[src/hw/rv_front_pkg.sv]
/*
 * Shared definitions for the RV32I front end
 * Holds the major opcode enum, the OP-IMM shift funct3 codes and the
 * register file sizes, referenced by scoped name from the RTL
 */

package rv_front_pkg;

    // RV32I major opcodes, bits [6:0] of every instruction
    typedef enum logic [6:0] {
        OPCODE_RTYPE  = 7'b0110011, // Register-register ALU ops
        OPCODE_ITYPE  = 7'b0010011, // OP-IMM, ALU ops with immediate
        OPCODE_LOAD   = 7'b0000011,
        OPCODE_STORE  = 7'b0100011,
        OPCODE_BRANCH = 7'b1100011, // Conditional branches
        OPCODE_JAL    = 7'b1101111,
        OPCODE_JALR   = 7'b1100111,
        OPCODE_LUI    = 7'b0110111, // Load upper immediate
        OPCODE_AUIPC  = 7'b0010111  // Add upper immediate to PC
    } opcode_e;

    // funct3 codes of the OP-IMM shift forms
    // These carry shamt in [24:20] and funct7 in [31:25]
    localparam logic [2:0] FUNCT3_SLL     = 3'b001;
    localparam logic [2:0] FUNCT3_SRL_SRA = 3'b101; // funct7[5] picks SRA

    // Integer register file geometry
    localparam int REG_COUNT  = 32;                  // x0..x31
    localparam int REG_ADDR_W = $clog2(REG_COUNT);   // 5-bit register index

endpackage : rv_front_pkg

[src/hw/decode.sv]
/*
 * Decode stage
 * Splits the fetched word into register indices, function codes,
 * shift amount and immediate, driving unused fields of a format to zero
 */

module decode #(
    parameter int DWIDTH = 32,
    parameter int AWIDTH = 32
)(
    input  logic [DWIDTH-1:0]                   insn_i,
    input  logic [AWIDTH-1:0]                   pc_i,
    output logic [AWIDTH-1:0]                   pc_o,
    output logic [DWIDTH-1:0]                   insn_o,
    output logic [6:0]                          opcode_o,   // Raw opcode bits
    output logic [rv_front_pkg::REG_ADDR_W-1:0] rd_o,
    output logic [rv_front_pkg::REG_ADDR_W-1:0] rs1_o,
    output logic [rv_front_pkg::REG_ADDR_W-1:0] rs2_o,
    output logic [6:0]                          funct7_o,
    output logic [2:0]                          funct3_o,
    output logic [4:0]                          shamt_o,    // Shift amount
    output logic [DWIDTH-1:0]                   imm_o
);

    rv_front_pkg::opcode_e opcode;
    logic                  is_shift;   // OP-IMM shift form

    assign opcode = rv_front_pkg::opcode_e'(insn_i[6:0]);

    assign is_shift = (insn_i[14:12] == rv_front_pkg::FUNCT3_SLL) ||
                      (insn_i[14:12] == rv_front_pkg::FUNCT3_SRL_SRA);

    // Immediate per format
    igen #(
        .DWIDTH (DWIDTH)
    ) u_igen (
        .insn_i (insn_i),
        .imm_o  (imm_o)
    );

    // Always passed through
    assign pc_o     = pc_i;
    assign insn_o   = insn_i;
    assign opcode_o = insn_i[6:0];

    always_comb begin
        // Nothing kept unless the format uses it
        rd_o     = '0;
        rs1_o    = '0;
        rs2_o    = '0;
        funct7_o = '0;
        funct3_o = '0;
        shamt_o  = '0;

        case (opcode)
            rv_front_pkg::OPCODE_RTYPE: begin
                rd_o     = insn_i[11:7];
                rs1_o    = insn_i[19:15];
                rs2_o    = insn_i[24:20];
                funct3_o = insn_i[14:12];
                funct7_o = insn_i[31:25];   // ADD/SUB, SRL/SRA select
            end

            rv_front_pkg::OPCODE_ITYPE,
            rv_front_pkg::OPCODE_LOAD,
            rv_front_pkg::OPCODE_JALR: begin
                rd_o     = insn_i[11:7];
                rs1_o    = insn_i[19:15];   // ALU operand or base address
                funct3_o = insn_i[14:12];
                // Shifts reuse the immediate field
                if (opcode == rv_front_pkg::OPCODE_ITYPE && is_shift) begin
                    funct7_o = insn_i[31:25];
                    shamt_o  = insn_i[24:20];
                end
            end

            rv_front_pkg::OPCODE_STORE,
            rv_front_pkg::OPCODE_BRANCH: begin
                rs1_o    = insn_i[19:15];   // Base or first compare operand
                rs2_o    = insn_i[24:20];   // Store data or second operand
                funct3_o = insn_i[14:12];   // Width or branch condition
            end

            rv_front_pkg::OPCODE_LUI,
            rv_front_pkg::OPCODE_AUIPC,
            rv_front_pkg::OPCODE_JAL: begin
                rd_o = insn_i[11:7];        // Only a destination
            end

            default: begin
                // Unknown encoding, expose every raw field
                rd_o     = insn_i[11:7];
                rs1_o    = insn_i[19:15];
                rs2_o    = insn_i[24:20];
                funct3_o = insn_i[14:12];
                funct7_o = insn_i[31:25];
                shamt_o  = insn_i[24:20];
            end
        endcase
    end

endmodule : decode

[src/hw/fetch.sv]
/*
 * Program counter unit
 * Steps the PC by one word per cycle, holds it while stalled and
 * loads a new target on a one-cycle redirect strobe
 */

module fetch #(
    parameter int                AWIDTH   = 32,
    parameter logic [AWIDTH-1:0] RESET_PC = '0
)(
    input  logic              clk,
    input  logic              rst_n_i,           // Synchronous, active low
    input  logic              stall_i,           // Level, hold the PC
    input  logic              redirect_i,        // One-cycle strobe
    input  logic [AWIDTH-1:0] redirect_target_i,
    output logic [AWIDTH-1:0] pc_o
);

    logic [AWIDTH-1:0] pc_q;
    logic [AWIDTH-1:0] pc_next;

    // Next PC selection
    // Redirect beats stall, stall beats the sequential step
    always_comb begin
        if (redirect_i) begin
            pc_next = redirect_target_i;
        end else if (stall_i) begin
            pc_next = pc_q;                   // Hold
        end else begin
            pc_next = pc_q + AWIDTH'(4);      // Next word
        end
    end

    always_ff @(posedge clk) begin
        if (!rst_n_i) begin
            pc_q <= RESET_PC;
        end else begin
            pc_q <= pc_next;
        end
    end

    assign pc_o = pc_q;

endmodule : fetch

[src/hw/igen.sv]
/*
 * Immediate generator
 * Assembles the immediate of the I, S, B, U and J formats from the
 * instruction word, sign-extended from bit 31 to DWIDTH
 */

module igen #(
    parameter int DWIDTH = 32
)(
    input  logic [DWIDTH-1:0] insn_i,
    output logic [DWIDTH-1:0] imm_o
);

    rv_front_pkg::opcode_e opcode;
    logic signed [31:0]    imm32;   // 32-bit immediate before widening

    assign opcode = rv_front_pkg::opcode_e'(insn_i[6:0]);

    always_comb begin
        case (opcode)
            // I-type, 12 bits at the top of the word
            rv_front_pkg::OPCODE_ITYPE,
            rv_front_pkg::OPCODE_LOAD,
            rv_front_pkg::OPCODE_JALR:
                imm32 = {{20{insn_i[31]}}, insn_i[31:20]};
            // S-type, split around rs2 and rs1
            rv_front_pkg::OPCODE_STORE:
                imm32 = {{20{insn_i[31]}}, insn_i[31:25], insn_i[11:7]};
            // B-type, halfword offset
            rv_front_pkg::OPCODE_BRANCH:
                imm32 = {{19{insn_i[31]}}, insn_i[31], insn_i[7],
                         insn_i[30:25], insn_i[11:8], 1'b0};
            // U-type, upper 20 bits
            rv_front_pkg::OPCODE_LUI,
            rv_front_pkg::OPCODE_AUIPC:
                imm32 = {insn_i[31:12], 12'b0};
            // J-type, 21-bit jump offset
            rv_front_pkg::OPCODE_JAL:
                imm32 = {{11{insn_i[31]}}, insn_i[31], insn_i[19:12],
                         insn_i[20], insn_i[30:21], 1'b0};
            default:
                imm32 = '0;   // R-type and unknown opcodes carry no immediate
        endcase
    end

    // Signed source, so the size cast sign-extends for wider data paths
    assign imm_o = DWIDTH'(imm32);

endmodule : igen

[src/hw/imem.sv]
/*
 * Word-addressed instruction memory
 * Loaded through a synchronous write port before the program runs,
 * read combinationally by the word index of the PC
 */

module imem #(
    parameter int DWIDTH     = 32,
    parameter int AWIDTH     = 32,
    parameter int IMEM_DEPTH = 64   // Words, power of two
)(
    input  logic                          clk,
    input  logic                          we_i,    // Load strobe
    input  logic [$clog2(IMEM_DEPTH)-1:0] waddr_i, // Word index
    input  logic [DWIDTH-1:0]             wdata_i,
    input  logic [AWIDTH-1:0]             pc_i,    // Byte address
    output logic [DWIDTH-1:0]             insn_o
);

    localparam int IDX_W = $clog2(IMEM_DEPTH);

    logic [DWIDTH-1:0] mem [IMEM_DEPTH]; // Program storage, no reset

    // Loading port
    always_ff @(posedge clk) begin
        if (we_i) begin
            mem[waddr_i] <= wdata_i;
        end
    end

    // Drop the byte offset, upper PC bits wrap around
    assign insn_o = mem[pc_i[IDX_W+1:2]];

endmodule : imem

[src/hw/register_file.sv]
/*
 * Integer register file
 * Two combinational read ports with same-cycle write bypass and one
 * write port from write-back; x0 always reads zero
 */

module register_file #(
    parameter int DWIDTH = 32
)(
    input  logic                                clk,
    input  logic                                rst_n_i,
    input  logic [rv_front_pkg::REG_ADDR_W-1:0] rs1_i,
    input  logic [rv_front_pkg::REG_ADDR_W-1:0] rs2_i,
    output logic [DWIDTH-1:0]                   rs1_data_o,
    output logic [DWIDTH-1:0]                   rs2_data_o,
    input  logic                                wb_en_i,     // Level, sampled at the edge
    input  logic [rv_front_pkg::REG_ADDR_W-1:0] wb_rd_i,
    input  logic [DWIDTH-1:0]                   wb_data_i
);

    // x1..x31 only, x0 has no storage
    logic [DWIDTH-1:0] regs [1:rv_front_pkg::REG_COUNT-1];

    always_ff @(posedge clk) begin
        if (!rst_n_i) begin
            for (int i = 1; i < rv_front_pkg::REG_COUNT; i++) begin
                regs[i] <= '0;
            end
        end else if (wb_en_i && (wb_rd_i != '0)) begin
            regs[wb_rd_i] <= wb_data_i;   // Writes to x0 dropped
        end
    end

    // One read port, x0 first, then the pending write, then storage
    function automatic logic [DWIDTH-1:0] read_port(
        input logic [rv_front_pkg::REG_ADDR_W-1:0] idx
    );
        if (idx == '0) begin
            return '0;
        end else if (wb_en_i && (wb_rd_i == idx)) begin
            return wb_data_i;             // Bypass
        end
        return regs[idx];
    endfunction

    always_comb begin
        rs1_data_o = read_port(rs1_i);
        rs2_data_o = read_port(rs2_i);
    end

endmodule : register_file

[src/hw/rv_front_top.sv]
/*
 * Front end of the RV32I core
 * Connects fetch, instruction memory, decode and the register file;
 * the program is loaded and write-back driven from outside
 */

module rv_front_top #(
    parameter int                DWIDTH     = 32,
    parameter int                AWIDTH     = 32,
    parameter logic [AWIDTH-1:0] RESET_PC   = '0,
    parameter int                IMEM_DEPTH = 64
)(
    input  logic                                clk,
    input  logic                                rst_n_i,
    // Program loading
    input  logic                                imem_we_i,
    input  logic [$clog2(IMEM_DEPTH)-1:0]       imem_waddr_i,
    input  logic [DWIDTH-1:0]                   imem_wdata_i,
    // Fetch control
    input  logic                                stall_i,
    input  logic                                redirect_i,
    input  logic [AWIDTH-1:0]                   redirect_target_i,
    // Write-back
    input  logic                                wb_en_i,
    input  logic [rv_front_pkg::REG_ADDR_W-1:0] wb_rd_i,
    input  logic [DWIDTH-1:0]                   wb_data_i,
    // Decoded instruction
    output logic [AWIDTH-1:0]                   pc_o,
    output logic [DWIDTH-1:0]                   insn_o,
    output logic [6:0]                          opcode_o,
    output logic [rv_front_pkg::REG_ADDR_W-1:0] rd_o,
    output logic [rv_front_pkg::REG_ADDR_W-1:0] rs1_o,
    output logic [rv_front_pkg::REG_ADDR_W-1:0] rs2_o,
    output logic [6:0]                          funct7_o,
    output logic [2:0]                          funct3_o,
    output logic [4:0]                          shamt_o,
    output logic [DWIDTH-1:0]                   imm_o,
    // Source operands
    output logic [DWIDTH-1:0]                   rs1_data_o,
    output logic [DWIDTH-1:0]                   rs2_data_o
);

    logic [AWIDTH-1:0] pc;     // Fetch PC into memory and decode
    logic [DWIDTH-1:0] insn;   // Fetched word

    fetch #(
        .AWIDTH   (AWIDTH),
        .RESET_PC (RESET_PC)
    ) u_fetch (
        .clk               (clk),
        .rst_n_i           (rst_n_i),
        .stall_i           (stall_i),
        .redirect_i        (redirect_i),
        .redirect_target_i (redirect_target_i),
        .pc_o              (pc)
    );

    imem #(
        .DWIDTH     (DWIDTH),
        .AWIDTH     (AWIDTH),
        .IMEM_DEPTH (IMEM_DEPTH)
    ) u_imem (
        .clk     (clk),
        .we_i    (imem_we_i),
        .waddr_i (imem_waddr_i),
        .wdata_i (imem_wdata_i),
        .pc_i    (pc),
        .insn_o  (insn)
    );

    decode #(
        .DWIDTH (DWIDTH),
        .AWIDTH (AWIDTH)
    ) u_decode (
        .insn_i   (insn),
        .pc_i     (pc),
        .pc_o     (pc_o),
        .insn_o   (insn_o),
        .opcode_o (opcode_o),
        .rd_o     (rd_o),
        .rs1_o    (rs1_o),
        .rs2_o    (rs2_o),
        .funct7_o (funct7_o),
        .funct3_o (funct3_o),
        .shamt_o  (shamt_o),
        .imm_o    (imm_o)
    );

    // Operand reads follow the decoded source indices
    register_file #(
        .DWIDTH (DWIDTH)
    ) u_register_file (
        .clk        (clk),
        .rst_n_i    (rst_n_i),
        .rs1_i      (rs1_o),
        .rs2_i      (rs2_o),
        .rs1_data_o (rs1_data_o),
        .rs2_data_o (rs2_data_o),
        .wb_en_i    (wb_en_i),
        .wb_rd_i    (wb_rd_i),
        .wb_data_i  (wb_data_i)
    );

endmodule : rv_front_top

[config.mk]
export PLATFORM = sky130hd
export DESIGN_NAME = rv_front_top
export DESIGN_NICKNAME = d
export VERILOG_FILES = /design/src/hw/rv_front_pkg.sv /design/src/hw/decode.sv /design/src/hw/fetch.sv /design/src/hw/igen.sv /design/src/hw/imem.sv /design/src/hw/register_file.sv /design/src/hw/rv_front_top.sv
export SDC_FILE = /design/constraint.sdc
export NUM_CORES = 2
export LEC_CHECK = 0
export ABC_CLOCK_PERIOD_IN_PS = 8200
export BUFFER_PORTS_ARGS = -buffer_cell sky130_fd_sc_hd__buf_4
export CORE_MARGIN = 2
export CORE_UTILIZATION = 50
export CTS_BUF_LIST = sky130_fd_sc_hd__clkbuf_4 sky130_fd_sc_hd__clkbuf_8 sky130_fd_sc_hd__clkbuf_16
export DETAILED_ROUTE_END_ITERATION = 10
export PLACE_DENSITY = 0.76
export SETUP_SLACK_MARGIN = 0.2
export SYNTH_ARGS = -nofsm -noshare
export SYNTH_HDL_FRONTEND = slang
export SYNTH_SLANG_ARGS = --single-unit
[constraint.sdc]
create_clock -name clk -period 8.2 [get_ports clk]
set_input_delay 1.23 -clock clk [delete_from_list [all_inputs] [get_ports clk]]
set_output_delay 1.23 -clock clk [all_outputs]
set_load 0.01 [all_outputs]
==> metrics.yaml <==
outcome: "complete, no violations"
cts_hold_buf: 0
timing.final.crit_share_pct: 99.0
ir_drop_mv: 0.242
synth_area_sq_um: 137000
setup_viol: 0
final_hold_viol_count: 0
rr_startpoint: "u_fetch.pc_o[12]"
combPwrFrac_pct: 18.9
coreArea_sq_um: 273000
ios: 310
overflow: 0
netlist.area_leader.share_pct: 67.3
first_iter_violations: 18200
cts_buffer_depth: 4
power_frac_clock_pct: 36.8
internal_power_mw: 28.8
crit_path_end_kind: "output pin"
drv_slew: 0
synth_most_common_cell: "edfxtp_1"
ys_warn_count: 0
slew_headroom_pct: 4.07
fill_cells: 20200
fin_skew_ns: 0.0331
antenna_found_initial: 33
pwr-share-seq_pct: 44.3
synthMuxAreaShare_pct: 10.4
start_util_pct: 50.2
numCtsBuffers: 320
crit_end: "rs1_data_o[31]"
arrival_ns: 6.89
syn_inst: 9185
synthFlopType: "edfxtp_1"
first_global_vias: 92700
p_leak_nw: 51.9
cp_max_fo: 73
holdWs_ns: 0.548
cts_tree: "done"
final_antenna_net_count: 0
cts_root_buf: "clkbuf_16"
setup_tns_ns: 0
yosys.area_share.simple_pct: 9.87
ys_types: 97
synthArstFlopShare_pct: 0
die-area_sq_um: 278000
post_drt_wl_per_cell_um: 39.0
r2r_end: "u_fetch.pc_o[30]"
cap_viol_max_count: 0
path_class: "reg -> out"
r2r_slack_ns: 5.53
synth_edf_count: 3072
synth-seq-cells: 3110
dr.pass1.iters: 9
critPathRequiredTime_ns: 6.97
viasPerCell: 7.14
place_congestion: 0.983
grt_usage_pct: 36.5
post-route-util_pct: 57.3
fp-row-count: 192
ff2ff_path_depth: 11
clkTransAtPathRegs_ns: 0.07
vias: 95400
fin_crit_ns: 8.12
synth_compound_area_share_pct: 8.97
synth_area_per_cell_sq_um: 14.9
finalPower_mw: 40.8
max_freq_ghz: 0.123
portBuffers: 309
drive_gt1_share_pct: 20.9
drt-total-wl_mm: 521
cts.sink_count: 3110
areaGrowthSynthToFinish_pct: 14.2
synthAdderAreaFrac_pct: 0.00913
grt_first_pass_wirelength_mm: 714
yosys-top-cells-count: "3,072 x edfxtp_1, 1,036 x and2_1, 974 x nand2_1, 499 x clkbuf_1, 493 x mux4_2"
clk_latency_ns: 0.95
p_per_area_nw_per_um2: 261
die_h_um: 528
ys_top_cells_by_area: "edfxtp_1 67%, mux4_2 8.1%, and2_1 4.7%"
critPathLaunchType: "flip-flop"
yosysTopAreaCell: "edfxtp_1"
grt_setup_unrepaired: "yes"
yosys.area_share.xor_xnor_pct: 0.204
place_inst: 12700
cts.htree.levels: 5
worst_slew_pin_slew_ns: 1.44
p_sw_mw: 12.0
final_cells: 13300
grt_max_degree: 137
synth_top_family_by_area: "multiplexers"
yosysSeqAreaShare_pct: 67.8
hold_path.class: "reg -> reg"
nNetsFinal: 9599
dpl.hpwl_mm: 289
drc_errors: 0
swShare_pct: 29.4
die_x_um: 528
[layout make-up]
type                       instances  area [sq um]  share of cell area [%]
sequential                      3110         93000                    59.4
multi-input combinational       5270         42000                    26.8
clock buffer                     383          8560                    5.47
timing repair buffer             718          6140                    3.92
tap                             3589          4490                    2.87
clock inverter                   196          2000                    1.28
inverter                          65           273                   0.174
antenna                           18          45.0                  0.0288
[layout by cell type, fill, tap and decap left out, types with 40 or more instances in the layout]
| master | count |
|---|---|
| and3_1 | 61 |
| clkbuf_4 | 57 |
| a21oi_1 | 355 |
| clkinv_2 | 46 |
| a31oi_1 | 118 |
| mux4_2 | 493 |
| nor2_1 | 171 |
| o221ai_1 | 124 |
| edfxtp_1 | 3072 |
| nor2_4 | 101 |
| a211o_1 | 62 |
| nand3_1 | 153 |
| o211ai_1 | 83 |
| a22oi_1 | 209 |
| and2_1 | 1032 |
| mux2i_1 | 291 |
| clkinv_1 | 77 |
| clkbuf_16 | 325 |
| buf_4 | 659 |
| a221oi_1 | 72 |
| nand2_1 | 971 |
| inv_1 | 45 |
| a32o_1 | 63 |
| o21ai_0 | 182 |
| o22ai_1 | 89 |
| buf_12 | 40 |
[worst max-delay path: stages (launching register included)]
cell	delay, ns
dfxtp_4	0.62
buf_16	0.41
buf_6	0.42
mux4_2	0.38
a22oi_1	0.25
a21boi_1	0.22
nor4_4	0.53
buf_12	0.50
nand2_1	0.35
o21ai_2	0.30
buf_4	0.50
a222oi_1	0.22
nand2_1	0.14
a211oi_2	0.08
o31ai_4	0.48
buf_4	0.20
buf_4	0.11
[timing repair]
item / in CTS / in global routing
resized for setup: 29 / 27
cloned: 3 / 1
pin swaps: 6 / 7
setup endpoints to repair: 66 / 67
setup buffers: 8 / 30
[how the worst min path moves through the flow]
stage	startpoint	end	slack (ns)	cells after the start
2_1_floorplan	u_fetch.pc_o[0]	u_fetch.pc_o[0]	0.54	2
3_3_place_gp	u_fetch.pc_o[1]	u_fetch.pc_o[1]	0.53	2
3_5_place_dp	u_fetch.pc_o[1]	u_fetch.pc_o[1]	0.54	2
4_1_cts	u_fetch.pc_o[0]	u_fetch.pc_o[0]	0.55	2
5_1_grt	u_fetch.pc_o[0]	u_fetch.pc_o[0]	0.56	2
6_report	u_fetch.pc_o[1]	u_fetch.pc_o[1]	0.55	2
[cells by family (layout without fill, tap and decap cells)]
kind of cell,after synthesis,after routing
AO/OA/AOI/OAI,1735,1735
buffers and inverters,836,1362
other,1,50
multiplexers,803,803
adder cells (fa/ha/maj),1,1
XOR/XNOR,32,32
flip-flops,3110,3110
AND/OR/NAND/NOR,2667,2667
[per-stage QoR]
step	instance area, sq um	setup WS [ns]
6_report	156000	0.0849
5_1_grt	156000	0.176
2_1_floorplan	137000	2.73
3_5_place_dp	145000	0.451
3_3_place_gp	145000	0.568
4_1_cts	156000	0.192
[registers in the layout (all words and copies together), names as in the netlist, named ones only]
name / count
u_imem.mem: 2048
u_fetch.pc_o: 32
u_register_file.regs: 1024
[per-layer routing]
layer	track usage [%]	vias to the layer above	part of all wire (%)
met4	27.9	46	9.1
li1	-	36300	-
met5	0.121	-	0.065
met1	43.9	47000	32
met2	55.7	9644	45
met3	10.6	2342	14
[power groups by stage]
stage | clock, mW | combinational, mW | sequential (mW)
5_1_grt | 15.5 | 7.72 | 18.1
3_5_place_dp | 0 | 7.08 | 18.4
3_3_place_gp | 0 | 7.03 | 18.4
6_report | 15.0 | 7.70 | 18.1
4_1_cts | 15.0 | 7.19 | 18.1
2_1_floorplan | 0 | 3.59 | 18.3
(Power assumes the default switching activity.)
